--- src/hw/blockfall_pkg.sv ---
package blockfall_pkg;

    // USB HID usage codes the game reacts to
    typedef enum logic [7:0] {
        KEY_NONE = 8'h00,
        KEY_A    = 8'h04,   // Move left
        KEY_D    = 8'h07,   // Move right
        KEY_P    = 8'h13,   // Pause toggle
        KEY_R    = 8'h15,   // Restart
        KEY_S    = 8'h16,   // Soft drop
        KEY_W    = 8'h1A    // Rotate clockwise
    } key_code_e;

    typedef enum logic [1:0] {
        ST_PLAY,
        ST_PAUSED,
        ST_SPAWN
    } game_state_e;

    typedef logic [2:0]  piece_kind_t;  // I O T S Z J L
    typedef logic [1:0]  rot_t;
    typedef logic [15:0] shape_t;       // Bit row*4+col set when occupied

    localparam int FIELD_COLS = 10;
    localparam int FIELD_ROWS = 20;
    localparam int SPAWN_COL  = 3;

    // Index is kind*4 + rot, clockwise turns
    localparam shape_t SHAPES [0:27] = '{
        16'h000F, 16'h1111, 16'h000F, 16'h1111,     // I
        16'h0033, 16'h0033, 16'h0033, 16'h0033,     // O
        16'h0027, 16'h0232, 16'h0072, 16'h0131,     // T
        16'h0036, 16'h0231, 16'h0036, 16'h0231,     // S
        16'h0063, 16'h0132, 16'h0063, 16'h0132,     // Z
        16'h0071, 16'h0113, 16'h0047, 16'h0322,     // J
        16'h0074, 16'h0311, 16'h0017, 16'h0223      // L
    };

    // Top-left of the 4x4 box, in cells
    typedef struct packed {
        logic signed [4:0] col;
        logic signed [5:0] row;
    } piece_pos_t;

    typedef struct packed {
        logic [9:0] x;
        logic [9:0] y;
        logic       active;     // Inside visible area
    } pixel_pos_t;

    typedef enum logic [3:0] {
        CI_BACK   = 4'd0,   // Black
        CI_BORDER = 4'd1,   // Grey
        CI_KIND0  = 4'd2,
        CI_KIND1  = 4'd3,
        CI_KIND2  = 4'd4,
        CI_KIND3  = 4'd5,
        CI_KIND4  = 4'd6,
        CI_KIND5  = 4'd7,
        CI_KIND6  = 4'd8
    } colour_idx_e;

    // Board display view of the game
    typedef struct packed {
        logic [15:0] score;
        piece_kind_t kind;
        rot_t        rot;
        piece_pos_t  pos;
        logic        paused;
        shape_t      shape;
    } game_status_t;

endpackage

--- src/hw/vga_timing.sv ---
module vga_timing #(
    parameter int H_ACTIVE = 640,
    parameter int H_FRONT  = 16,
    parameter int H_SYNC   = 96,
    parameter int H_BACK   = 48,
    parameter int V_ACTIVE = 480,
    parameter int V_FRONT  = 10,
    parameter int V_SYNC   = 2,
    parameter int V_BACK   = 33
) (
    input  logic                      Clk,
    input  logic                      arst_n,
    output blockfall_pkg::pixel_pos_t pix,
    output logic                      frame_start,
    output logic                      hs,
    output logic                      vs,
    output logic                      blank_n,
    output logic                      pix_en
);

    localparam int H_TOTAL = H_ACTIVE + H_FRONT + H_SYNC + H_BACK;
    localparam int V_TOTAL = V_ACTIVE + V_FRONT + V_SYNC + V_BACK;

    logic [9:0] hcnt;       // Pixel within line
    logic [9:0] vcnt;       // Line within frame
    logic       line_end;   // Last pixel of line, enable cycle
    logic       active;
    logic       hs_raw;
    logic       vs_raw;

    // Pixel enable, half the clock rate
    always_ff @(posedge Clk or negedge arst_n) begin
        if (!arst_n) begin
            pix_en <= 1'b0;
        end else begin
            pix_en <= ~pix_en;
        end
    end

    assign line_end = pix_en && (hcnt == 10'(H_TOTAL - 1));

    always_ff @(posedge Clk or negedge arst_n) begin
        if (!arst_n) begin
            hcnt <= '0;
            vcnt <= '0;
        end else if (pix_en) begin
            if (line_end) begin
                hcnt <= '0;
                vcnt <= (vcnt == 10'(V_TOTAL - 1)) ? '0 : vcnt + 10'd1;   // Frame wrap
            end else begin
                hcnt <= hcnt + 10'd1;
            end
        end
    end

    assign active = (hcnt < 10'(H_ACTIVE)) && (vcnt < 10'(V_ACTIVE));
    assign hs_raw = !((hcnt >= 10'(H_ACTIVE + H_FRONT)) &&
                      (hcnt < 10'(H_ACTIVE + H_FRONT + H_SYNC)));   // Active low
    assign vs_raw = !((vcnt >= 10'(V_ACTIVE + V_FRONT)) &&
                      (vcnt < 10'(V_ACTIVE + V_FRONT + V_SYNC)));

    // Leaving the last visible line
    assign frame_start = line_end && (vcnt == 10'(V_ACTIVE - 1));

    assign pix.x      = hcnt;
    assign pix.y      = vcnt;
    assign pix.active = active;

    // One clock late to meet the render register
    always_ff @(posedge Clk or negedge arst_n) begin
        if (!arst_n) begin
            hs      <= 1'b1;
            vs      <= 1'b1;
            blank_n <= 1'b0;
        end else begin
            hs      <= hs_raw;
            vs      <= vs_raw;
            blank_n <= active;
        end
    end

endmodule

--- src/hw/block_mover.sv ---
module block_mover #(
    parameter int FALL_FRAMES = 30
) (
    input  logic                       Clk,
    input  logic                       arst_n,
    input  logic                       frame_start,
    input  logic                       run,
    input  logic                       spawn,
    input  blockfall_pkg::piece_kind_t kind,
    input  blockfall_pkg::key_code_e   keycode,
    output blockfall_pkg::piece_pos_t  pos,
    output blockfall_pkg::rot_t        rot,
    output blockfall_pkg::shape_t      shape,
    output logic                       landed
);

    import blockfall_pkg::*;

    localparam int CNT_W = (FALL_FRAMES > 1) ? $clog2(FALL_FRAMES) : 1;
    localparam piece_pos_t SPAWN_POS = '{col: 5'(SPAWN_COL), row: '0};

    logic             step;         // Frame strobe delayed, motion cycle
    key_code_e        key_s;        // Key held at frame start
    logic [CNT_W-1:0] fall_cnt;
    piece_pos_t       pos_l;
    piece_pos_t       pos_r;
    rot_t             rot_cw;
    shape_t           shape_cw;
    piece_pos_t       mv_pos;       // After side move
    rot_t             mv_rot;       // After rotation
    shape_t           mv_shape;
    piece_pos_t       dn_pos;       // One row lower
    logic             fall_now;
    logic             can_fall;

    function automatic shape_t lookup(piece_kind_t k, rot_t r);
        if (k > 3'd6) begin
            return '0;
        end
        return SHAPES[int'(k) * 4 + int'(r)];
    endfunction

    // Every occupied cell lands inside the field
    function automatic logic fits(shape_t s, piece_pos_t p);
        int  c_abs;
        int  r_abs;
        logic ok;
        ok = 1'b1;
        for (int i = 0; i < 16; i++) begin
            c_abs = int'(p.col) + (i % 4);
            r_abs = int'(p.row) + (i / 4);
            if (s[i] && (c_abs < 0 || c_abs >= FIELD_COLS ||
                         r_abs < 0 || r_abs >= FIELD_ROWS)) begin
                ok = 1'b0;
            end
        end
        return ok;
    endfunction

    assign shape    = lookup(kind, rot);
    assign pos_l    = '{col: pos.col - 5'sd1, row: pos.row};
    assign pos_r    = '{col: pos.col + 5'sd1, row: pos.row};
    assign rot_cw   = rot + 2'd1;
    assign shape_cw = lookup(kind, rot_cw);

    // At most one side move or turn per frame
    always_comb begin
        mv_pos = pos;
        mv_rot = rot;
        case (key_s)
            KEY_A:   if (fits(shape, pos_l)) mv_pos = pos_l;
            KEY_D:   if (fits(shape, pos_r)) mv_pos = pos_r;
            KEY_W:   if (fits(shape_cw, pos)) mv_rot = rot_cw;   // Wall blocks the turn
            default: ;
        endcase
    end

    assign mv_shape = lookup(kind, mv_rot);
    assign dn_pos   = '{col: mv_pos.col, row: mv_pos.row + 6'sd1};
    assign fall_now = (key_s == KEY_S) || (fall_cnt == CNT_W'(FALL_FRAMES - 1));
    assign can_fall = fits(mv_shape, dn_pos);   // Fails only past the floor

    always_ff @(posedge Clk or negedge arst_n) begin
        if (!arst_n) begin
            step     <= 1'b0;
            key_s    <= KEY_NONE;
            pos      <= SPAWN_POS;
            rot      <= '0;
            fall_cnt <= '0;
            landed   <= 1'b0;
        end else begin
            step   <= frame_start;
            landed <= 1'b0;
            if (frame_start) begin
                key_s <= keycode;   // Once per frame
            end
            if (spawn) begin
                pos      <= SPAWN_POS;
                rot      <= '0;
                fall_cnt <= '0;
            end else if (step && run) begin
                pos <= mv_pos;
                rot <= mv_rot;
                if (fall_now) begin
                    fall_cnt <= '0;
                    if (can_fall) begin
                        pos <= dn_pos;
                    end else begin
                        landed <= 1'b1;   // Stays put until spawn
                    end
                end else begin
                    fall_cnt <= fall_cnt + 1'b1;
                end
            end
        end
    end

endmodule

--- src/hw/game_fsm.sv ---
module game_fsm (
    input  logic                       Clk,
    input  logic                       arst_n,
    input  blockfall_pkg::key_code_e   keycode,
    input  logic                       landed,
    input  logic                       frame_start,
    output blockfall_pkg::piece_kind_t kind,
    output logic                       spawn,
    output logic                       run,
    output logic [15:0]                score,
    output logic                       paused
);

    import blockfall_pkg::*;

    game_state_e state;
    key_code_e   key_q;         // Key seen at previous frame
    logic        pause_hit;     // New press of KEY_P
    logic        restart_hit;   // New press of KEY_R
    piece_kind_t next_kind;

    assign pause_hit   = frame_start && (keycode == KEY_P) && (key_q != KEY_P);
    assign restart_hit = frame_start && (keycode == KEY_R) && (key_q != KEY_R);
    assign next_kind   = (kind == 3'd6) ? 3'd0 : kind + 3'd1;   // Seven-kind cycle

    always_ff @(posedge Clk or negedge arst_n) begin
        if (!arst_n) begin
            state <= ST_PLAY;
            key_q <= KEY_NONE;
            kind  <= '0;
            score <= '0;
            spawn <= 1'b0;
        end else begin
            spawn <= 1'b0;
            if (frame_start) begin
                key_q <= keycode;
            end
            if (restart_hit) begin
                state <= ST_PLAY;   // From any state
                kind  <= '0;
                score <= '0;
                spawn <= 1'b1;
            end else begin
                case (state)
                    ST_PLAY: begin
                        if (landed) begin
                            state <= ST_SPAWN;
                            kind  <= next_kind;
                            score <= score + 16'd1;
                            spawn <= 1'b1;   // High through the spawn clock
                        end else if (pause_hit) begin
                            state <= ST_PAUSED;
                        end
                    end
                    ST_PAUSED: begin
                        if (pause_hit) begin
                            state <= ST_PLAY;
                        end
                    end
                    ST_SPAWN: state <= ST_PLAY;   // Single clock
                    default:  state <= ST_PLAY;
                endcase
            end
        end
    end

    assign run    = (state == ST_PLAY);
    assign paused = (state == ST_PAUSED);

endmodule

--- src/hw/piece_render.sv ---
module piece_render #(
    parameter int CELL_SHIFT = 4,
    parameter int FIELD_X0   = 240,
    parameter int FIELD_Y0   = 80
) (
    input  logic                       Clk,
    input  logic                       arst_n,
    input  blockfall_pkg::pixel_pos_t  pix,
    input  blockfall_pkg::piece_pos_t  pos,
    input  blockfall_pkg::shape_t      shape,
    input  blockfall_pkg::piece_kind_t kind,
    output logic [7:0]                 rgb_r,
    output logic [7:0]                 rgb_g,
    output logic [7:0]                 rgb_b
);

    import blockfall_pkg::*;

    logic signed [11:0] rel_x;      // Pixel relative to field origin
    logic signed [11:0] rel_y;
    logic signed [11:0] cell_x;     // Field cell, negative left of field
    logic signed [11:0] cell_y;
    logic signed [11:0] off_c;      // Cell inside piece box
    logic signed [11:0] off_r;
    logic               in_field;
    logic               in_ring;    // Field plus one border cell
    logic               in_box;
    logic               piece_hit;
    colour_idx_e        cidx;

    assign rel_x  = signed'({2'b00, pix.x}) - signed'(12'(FIELD_X0));
    assign rel_y  = signed'({2'b00, pix.y}) - signed'(12'(FIELD_Y0));
    assign cell_x = rel_x >>> CELL_SHIFT;   // Floor, keeps left border at -1
    assign cell_y = rel_y >>> CELL_SHIFT;

    assign in_field = (cell_x >= 0) && (cell_x < FIELD_COLS) &&
                      (cell_y >= 0) && (cell_y < FIELD_ROWS);
    assign in_ring  = (cell_x >= -1) && (cell_x <= FIELD_COLS) &&
                      (cell_y >= -1) && (cell_y <= FIELD_ROWS);

    assign off_c  = cell_x - 12'(pos.col);
    assign off_r  = cell_y - 12'(pos.row);
    assign in_box = (off_c >= 0) && (off_c < 4) && (off_r >= 0) && (off_r < 4);
    assign piece_hit = in_field && in_box && shape[{off_r[1:0], off_c[1:0]}];

    // Border, piece, then background
    always_comb begin
        if (in_ring && !in_field) begin
            cidx = CI_BORDER;
        end else if (piece_hit) begin
            cidx = colour_idx_e'(4'(CI_KIND0) + 4'(kind));
        end else begin
            cidx = CI_BACK;
        end
    end

    // Palette register, black in blanking
    always_ff @(posedge Clk or negedge arst_n) begin
        if (!arst_n) begin
            {rgb_r, rgb_g, rgb_b} <= '0;
        end else if (!pix.active) begin
            {rgb_r, rgb_g, rgb_b} <= '0;
        end else begin
            case (cidx)
                CI_BORDER: {rgb_r, rgb_g, rgb_b} <= 24'h808080;
                CI_KIND0:  {rgb_r, rgb_g, rgb_b} <= 24'h00F0F0;   // I cyan
                CI_KIND1:  {rgb_r, rgb_g, rgb_b} <= 24'hF0F000;   // O yellow
                CI_KIND2:  {rgb_r, rgb_g, rgb_b} <= 24'hA000F0;   // T purple
                CI_KIND3:  {rgb_r, rgb_g, rgb_b} <= 24'h00F000;   // S green
                CI_KIND4:  {rgb_r, rgb_g, rgb_b} <= 24'hF00000;   // Z red
                CI_KIND5:  {rgb_r, rgb_g, rgb_b} <= 24'h0000F0;   // J blue
                CI_KIND6:  {rgb_r, rgb_g, rgb_b} <= 24'hF0A000;   // L orange
                default:   {rgb_r, rgb_g, rgb_b} <= 24'h000000;
            endcase
        end
    end

endmodule

--- src/hw/blockfall_top.sv ---
module blockfall_top #(
    parameter int H_ACTIVE    = 640,
    parameter int H_FRONT     = 16,
    parameter int H_SYNC      = 96,
    parameter int H_BACK      = 48,
    parameter int V_ACTIVE    = 480,
    parameter int V_FRONT     = 10,
    parameter int V_SYNC      = 2,
    parameter int V_BACK      = 33,
    parameter int CELL_SHIFT  = 4,
    parameter int FIELD_X0    = 240,
    parameter int FIELD_Y0    = 80,
    parameter int FALL_FRAMES = 30
) (
    input  logic                        Clk,
    input  logic                        arst_n,
    input  blockfall_pkg::key_code_e    keycode,
    output logic [7:0]                  vga_r,
    output logic [7:0]                  vga_g,
    output logic [7:0]                  vga_b,
    output logic                        vga_hs,
    output logic                        vga_vs,
    output logic                        vga_blank_n,
    output logic                        vga_sync_n,
    output logic                        vga_clk,
    output blockfall_pkg::game_status_t status
);

    import blockfall_pkg::*;

    pixel_pos_t  pix;
    logic        frame_start;
    logic        pix_en;
    piece_pos_t  pos;
    rot_t        rot;
    shape_t      shape;
    logic        landed;
    piece_kind_t kind;
    logic        spawn;
    logic        run;
    logic [15:0] score;
    logic        paused;

    vga_timing #(
        .H_ACTIVE(H_ACTIVE), .H_FRONT(H_FRONT), .H_SYNC(H_SYNC), .H_BACK(H_BACK),
        .V_ACTIVE(V_ACTIVE), .V_FRONT(V_FRONT), .V_SYNC(V_SYNC), .V_BACK(V_BACK)
    ) u_timing (
        .Clk(Clk), .arst_n(arst_n), .pix(pix), .frame_start(frame_start),
        .hs(vga_hs), .vs(vga_vs), .blank_n(vga_blank_n), .pix_en(pix_en)
    );

    block_mover #(.FALL_FRAMES(FALL_FRAMES)) u_mover (
        .Clk(Clk), .arst_n(arst_n), .frame_start(frame_start), .run(run),
        .spawn(spawn), .kind(kind), .keycode(keycode), .pos(pos), .rot(rot),
        .shape(shape), .landed(landed)
    );

    game_fsm u_fsm (
        .Clk(Clk), .arst_n(arst_n), .keycode(keycode), .landed(landed),
        .frame_start(frame_start), .kind(kind), .spawn(spawn), .run(run),
        .score(score), .paused(paused)
    );

    piece_render #(
        .CELL_SHIFT(CELL_SHIFT), .FIELD_X0(FIELD_X0), .FIELD_Y0(FIELD_Y0)
    ) u_render (
        .Clk(Clk), .arst_n(arst_n), .pix(pix), .pos(pos), .shape(shape),
        .kind(kind), .rgb_r(vga_r), .rgb_g(vga_g), .rgb_b(vga_b)
    );

    assign vga_sync_n = 1'b0;     // No sync on green
    assign vga_clk    = pix_en;   // Clk/2 square wave

    // What the board displays would show
    assign status = '{score: score, kind: kind, rot: rot, pos: pos,
                      paused: paused, shape: shape};

endmodule

--- config.mk ---
export PLATFORM = sky130hd
export DESIGN_NAME = blockfall_top
export DESIGN_NICKNAME = d
export VERILOG_FILES = /design/src/hw/blockfall_pkg.sv /design/src/hw/vga_timing.sv /design/src/hw/block_mover.sv /design/src/hw/game_fsm.sv /design/src/hw/piece_render.sv /design/src/hw/blockfall_top.sv
export SDC_FILE = /design/constraint.sdc
export NUM_CORES = 1
export LEC_CHECK = 0
export BUFFER_PORTS_ARGS = -buffer_cell sky130_fd_sc_hd__buf_2
export CAP_MARGIN = 20
export CELL_PAD_IN_SITES_DETAIL_PLACEMENT = 0
export CELL_PAD_IN_SITES_GLOBAL_PLACEMENT = 1
export CORE_UTILIZATION = 45
export DETAILED_ROUTE_END_ITERATION = 12
export PLACE_DENSITY_LB_ADDON = 0.1
export SETUP_SLACK_MARGIN = 0.15
export SLEW_MARGIN = 20
export SYNTH_ARGS = -nofsm -noshare
export SYNTH_HDL_FRONTEND = slang
export SYNTH_HIERARCHICAL = 1
export SYNTH_SLANG_ARGS = --single-unit
--- constraint.sdc ---
create_clock -name Clk -period 8 [get_ports Clk]
set_clock_uncertainty 0.05 [all_clocks]
set_input_delay 0 -clock Clk [delete_from_list [all_inputs] [get_ports Clk]]
set_output_delay 0 -clock Clk [all_outputs]
set_load 0.1 [all_outputs]
Word level (Yosys, flattened, before mapping)
Memory sizes are Yosys's and may differ from the RTL's.
Cells that the tools add are included.

cells by class
  add/subtract/negate cells = 35
  $lt $le $gt $ge = 71
  eq/ne operators = 16
  muxes and demuxes = 120
  bitwise gates (word level) = 4
  reductions and logical operators = 241

operator list
  cell                   number
  $lt 32x1->1 const B    18
  $ge 32x5->1 const B    12
  $ge 32x6->1 const B    9
  $mux 16                13
  $logic_or 1x1->1       145
  $not 32->32            3
  $logic_and 1x1->1      86
  $mux 1                 76
  $add 5x3->6 const B    8
  $mux 11                4
  $eq 8x5->1 const B     4
  $add 6x3->7 const B    4
  $ge 7x1->1 const B     4
  $add 5x2->6 const B    4
  $mux 8                 3
  $pmux 11 s2            1
  $add 10x1->10 const B  2
  $eq 10x10->1 const B   2
  $ge 5x5->1 const B     4
  $lt 10x10->1 const B   2
  $lt 10x9->1 const B    2
  $lt 5x1->1 const B     4
  $mux 10                2
  $add 5x2->6            3
  other kinds (45)       72

storage, ports and cells
  flip-flop bits (word level) = 98
  memory bits (read-only) = 1,728
  logic and storage cells = 511
  memories = 4

memories
  name              depth  bits a word  read ports  clocked after Yosys merged registers in  write ports  RTL line            RTL
  (name not given)  32     16           1           0                                        0            block_mover.sv:40   return SHAPES[int'(k) * 4 + int'(r)];
  (name not given)  32     16           1           0                                        0            block_mover.sv:40
  (name not given)  32     16           1           0                                        0            block_mover.sv:40
  (name not given)  16     12           1           0                                        0            piece_render.sv:64  case (cidx)

Depth between registers and ports, before layout
  depth after elaboration = 54
  depth in mapped cells = 26
  depth with buffers taken out = 23

Cells and area by module
Netlist, hierarchy kept.

by module, submodules not included
  module         times used  cells each  area each (um^2)
  block_mover    1           711         5,347.6
  piece_render   1           226         1,819.2
  game_fsm       1           138         1,457.6
  vga_timing     1           114         1,226.2
  blockfall_top  1           3           18.8

Worst setup path before layout
OpenSTA, ideal clock, no wires.

  path kind = reg-to-reg
  from = register u_mover.rot[0]
  to = register u_mover/pos[5] (netlist name)
  data arrival time = 7.002 ns
  slack = 0.870 ns
  cell stages (with the launch flop) = 20
  period minus slack after synthesis = 7.130 ns
  path through = dfrtp_1 > clkbuf_1 > buf_2 > inv_1 > ha_1 > maj3_1 > a21oi_1 > o31ai_1 > and3_1 > a32oi_1 > o21a_1 > inv_2 > ha_1 > a21boi_1 > a2111o_1 > a21oi_2 > o211ai_2 > buf_6 > or4_1 > a21oi_1

RTL lines
  what                    RTL line            RTL
  from (decl)             block_mover.sv:12   output blockfall_pkg::rot_t rot,
  from (signal assigned)  block_mover.sv:103  rot <= mv_rot;

Worst setup path after layout
  from = register u_mover/pos[6] (netlist name)
  to = register u_mover/pos[4] (netlist name)

on the way
  longest elaborated chain between the ends = 51
  elaborated cells on any way between the ends = 336

ends and longest elaborated chain
  what                                                                  RTL line            RTL
  parallel branches: the longest is 46 deep, another holds $lt 32x1->1  n/a
  $mux 1 (*)                                                            block_mover.sv:52   if (s[i] && (c_abs < 0 || c_abs >= FIELD_COLS ||
  $mux 6 (*)                                                            block_mover.sv:106  if (can_fall) begin
  $mux 6 (*)                                                            block_mover.sv:104  if (fall_now) begin
  $mux 11 (*)                                                           block_mover.sv:101  end else if (step && run) begin
  $mux 11 (*)                                                           block_mover.sv:97   if (spawn) begin

Every way passes the cells marked *. The select of a mux whose other input is x is not followed.
A chain may end at the register's enable or synchronous reset.

==> summary.md <==
• **most used flip-flop cell after synthesis** sky130_fd_sc_hd__dfrtp_1
• **clock insertion delay at the later pin of the skew report** 350 ps
• **global-route usage over all layers** 25.6%
• **wire per inst** 18.7 µm
• **leakage power total** 4.56 nW
• **Die Span X** 150 µm
• **clock tree from TritonCTS** built
• **Achievable Freq** 147 MHz
• **largest net degree at the start of global routing** 49
• **final number of setup-violating endpoints** 0
• **cell area after technology mapping** 9870 µm²
• **number of design-rule violations left by the first detailed-router iteration** 532
• **cells taking the most area after synthesis** sky130_fd_sc_hd__dfrtp_1, sky130_fd_sc_hd__ha_1, sky130_fd_sc_hd__nor2_1
• **Inserted Diodes** 0
• **root buf cell** sky130_fd_sc_hd__clkbuf_16
• **power density relative to cell area** 88.9 nW/µm²
• **synth-to-layout area growth** 7.73%
• **Fin. Hold Viols** 0
• **kind of capture point of the worst setup path** flip-flop
• **TritonCTS buffer count** 9
• **total number of vias** 9,156
• **length of the first detailed-routing pass in iterations** 7
• **H-tree lvl count** 3
• **core outline area** 21,300 µm²
• **post-CTS sizing** 0
• **category of the worst setup path launch point** flip-flop
• **Final nets** 1,313
• **count of cell types in the netlist** 110
• **number of placement rows** 53
• **number of setup buffers added after CTS** 0
• **hold buffer count at CTS** 9
• **number of buffers inserted by port buffering** 68
• **half-perimeter wire length after placement** 20.8 mm
• **buffer depth of the longest clock path** 2
• **Via-to-Cell Ratio** 6.08
• **kind of critical path** reg2reg
• **sum of routed wire length over all layers** 28.2 mm
• **library cell with the highest instance count after synthesis** sky130_fd_sc_hd__nor2_1
• **highest net fanout along the worst path** 31
• **fraction of final layout cells sized beyond drive strength 1** 14.1%
• **Max IR drop VDD** 76.1 µV
• **worst hold-check path type** in2async
• **remaining global-route overflow** 0
• **Ys Warns** 6
• **minimum clock period** 6790 ps
• **Die Y** 150 µm
• **RSZ-0062 raised after global routing** false
• **final estimated routing congestion in global placement** 0.919
• **flops & latches, synth** 90
• **portion of the clock cycle consumed by the worst path in the final layout** 84.9%
• **global-route wire length before repair** 45.5 mm
• **Seq/Total Area, Yosys** 22.9%
• **max-slew violation total from the final report** 0
• **non-filler instance count after layout** 1,505
• **number of synthesized flops with an enable pin** 0
• **status** completed
• **antenna-violating nets left** 0
• **filler cell count** 2,101
• **syn avg cell area** 8.28 µm²
• **gate count of the mapped netlist** 1,192
• **antenna violations before repair** 0
• **clock net sink count** 90
• **clock-pin slew reported for the worst setup and hold paths after clock tree synthesis** 70 ps
• **dpl cells** 1,481
• **number of global-route vias before repair** 8,395
• **required time at the endpoint of the critical path** 8210 ps
• **I/O pin count** 88
• **final core occ** 50.0%
• **Yosys top cell by area** sky130_fd_sc_hd__dfrtp_1
• **initial cell density of the core** 46.4%
• **DR DRC count** 0
• **transition time at the pin with the least slew margin** 887 ps
• **number of max-capacitance violations reported** 0
• **async set-or-reset flop fraction in the synthesized netlist** 100%
• **Commonest cells post-synth** sky130_fd_sc_hd__nor2_1, sky130_fd_sc_hd__dfrtp_1, sky130_fd_sc_hd__nand2_1, sky130_fd_sc_hd__ha_1, sky130_fd_sc_hd__inv_1
• **area of the die** 22,500 µm²
• **arrival time reported for the critical path endpoint** 7000 ps
• **Slew Limit Headroom** 40.8%
• **Total Negative Setup Slacks** 0 ps
• **portion of synthesized cell area occupied by the leading cell type** 21.8%
[registers in the layout (all words and copies together) (netlist names), 3 cells and up]
signal and flops:
u_fsm/key_q 8, u_fsm/kind 3, u_fsm/score 16, u_mover/fall_cnt 5, u_mover/key_s 8, u_mover/pos 11
u_render/rgb_g 3, u_render/rgb_r 3, u_timing/hcnt 10, u_timing/vcnt 10
[critical path, stage by stage, from the launching register on]
cell                        delay (ps)
sky130_fd_sc_hd__dfstp_2           870
sky130_fd_sc_hd__inv_1             210
sky130_fd_sc_hd__ha_1              640
sky130_fd_sc_hd__or4bb_1           610
sky130_fd_sc_hd__a311oi_1          360
sky130_fd_sc_hd__or3_1             180
sky130_fd_sc_hd__a2bb2oi_1         190
sky130_fd_sc_hd__and4_1            280
sky130_fd_sc_hd__o211ai_1          250
sky130_fd_sc_hd__mux2_2            420
sky130_fd_sc_hd__inv_1             140
sky130_fd_sc_hd__ha_1              230
sky130_fd_sc_hd__nand2_1            70
sky130_fd_sc_hd__nand2_1            80
sky130_fd_sc_hd__nand2_1            80
sky130_fd_sc_hd__or4_1             410
sky130_fd_sc_hd__nand4_1           150
sky130_fd_sc_hd__nor3_1             70
sky130_fd_sc_hd__a311oi_1          210
sky130_fd_sc_hd__o211a_1           220
sky130_fd_sc_hd__o211ai_1          300
sky130_fd_sc_hd__or4_1             510
sky130_fd_sc_hd__a21oi_1           170
[kinds of logic after synthesis]
family          Yosys count  synth area share [%]
flops                    90                  22.9
compound gates          320                  23.7
fa+ha+maj                79                  10.1
other cells               3                 0.114
xor+xnor                 53                  4.78
buf+inv                 156                  7.59
mux                      42                  5.16
simple gates            449                  25.7
[through the flow]
step | hold WS (ps) | setup WS (ps) | cell area (µm²) | total power [mW]
2_1_floorplan | -346 | 870 | 9930 | 0.512
3_3_place_gp | -32.5 | 1490 | 10200 | 0.518
3_5_place_dp | -31.7 | 1360 | 10200 | 0.518
4_1_cts | 130 | 1310 | 10600 | 0.961
5_1_grt | 178 | 726 | 10600 | 0.978
6_report | 127 | 1210 | 10600 | 0.945
[layer usage]
metal,vias up,track usage (%),part of all wire [%]
met5,-,0,0
met4,0,6.67,2.0
met3,35,4.27,5.8
met2,259,41.7,46
met1,4400,35.1,46
li1,4462,-,-
[power breakdown]
part / switching [mW] / leakage [nW] / internal, mW / total [mW]
combinational: 0.0512 / 3.29 / 0.00659 / 0.0578
clock: 0.188 / 0.148 / 0.245 / 0.433
sequential: 0 / 1.12 / 0.455 / 0.455
[cell type report]
| cell class | instances | area [µm²] | share of cell area, % |
|---|---|---|---|
| clock buffer | 9 | 225 | 2.12 |
| clock inverter | 6 | 72.6 | 0.683 |
| inverter | 73 | 274 | 2.58 |
| multi-input combinational | 962 | 6930 | 65.2 |
| sequential | 90 | 2260 | 21.2 |
| tap | 275 | 344 | 3.24 |
| timing repair buffer | 90 | 531 | 4.99 |
[cells in the final DEF (no fill, tap or decap), types with 16 or more instances in the layout]
cell                       netlist  routed
sky130_fd_sc_hd__nand2b_1       25      25
sky130_fd_sc_hd__nand3_1        34      34
sky130_fd_sc_hd__ha_1           75      75
sky130_fd_sc_hd__mux2i_1        16      16
sky130_fd_sc_hd__a21oi_1        67      67
sky130_fd_sc_hd__o21ai_0        46      46
sky130_fd_sc_hd__nand4_1        24      24
sky130_fd_sc_hd__mux2_2         20      20
sky130_fd_sc_hd__and3_1         17      17
sky130_fd_sc_hd__conb_1          3      19
sky130_fd_sc_hd__nor2b_1        21      21
sky130_fd_sc_hd__a31oi_1        16      16
sky130_fd_sc_hd__nand2_1        79      79
sky130_fd_sc_hd__xnor2_1        36      36
sky130_fd_sc_hd__nor2_1         97      97
sky130_fd_sc_hd__buf_2          23      67
sky130_fd_sc_hd__nor3_1         35      34
sky130_fd_sc_hd__dfrtp_1        86      85
sky130_fd_sc_hd__xor2_1         16      16
sky130_fd_sc_hd__inv_1          69      69
[final timing paths]
kind,startpoint,to,slack (ps),depth (start not counted)
worst max register to register,u_mover/pos[6]$_DFFE_PN1P_,u_mover/pos[4]$_DFFE_PN0P_,1210,22
min in group Clk,keycode[5],u_mover/key_s[5]$_DFFE_PN0P_,400,3
max in group asynchronous,arst_n,u_fsm/kind[0]$_DFFE_PN0P_,6720,3
worst max-delay path,u_mover/pos[6]$_DFFE_PN1P_,u_mover/pos[4]$_DFFE_PN0P_,1210,22
worst min register to register,u_mover/key_s[7]$_DFFE_PN0P_,u_mover/key_s[7]$_DFFE_PN0P_,450,1
worst min-delay path,arst_n,u_fsm/score[6]$_DFFE_PN0P_,130,2
Note: power is estimated with default switching activity, not from simulation.
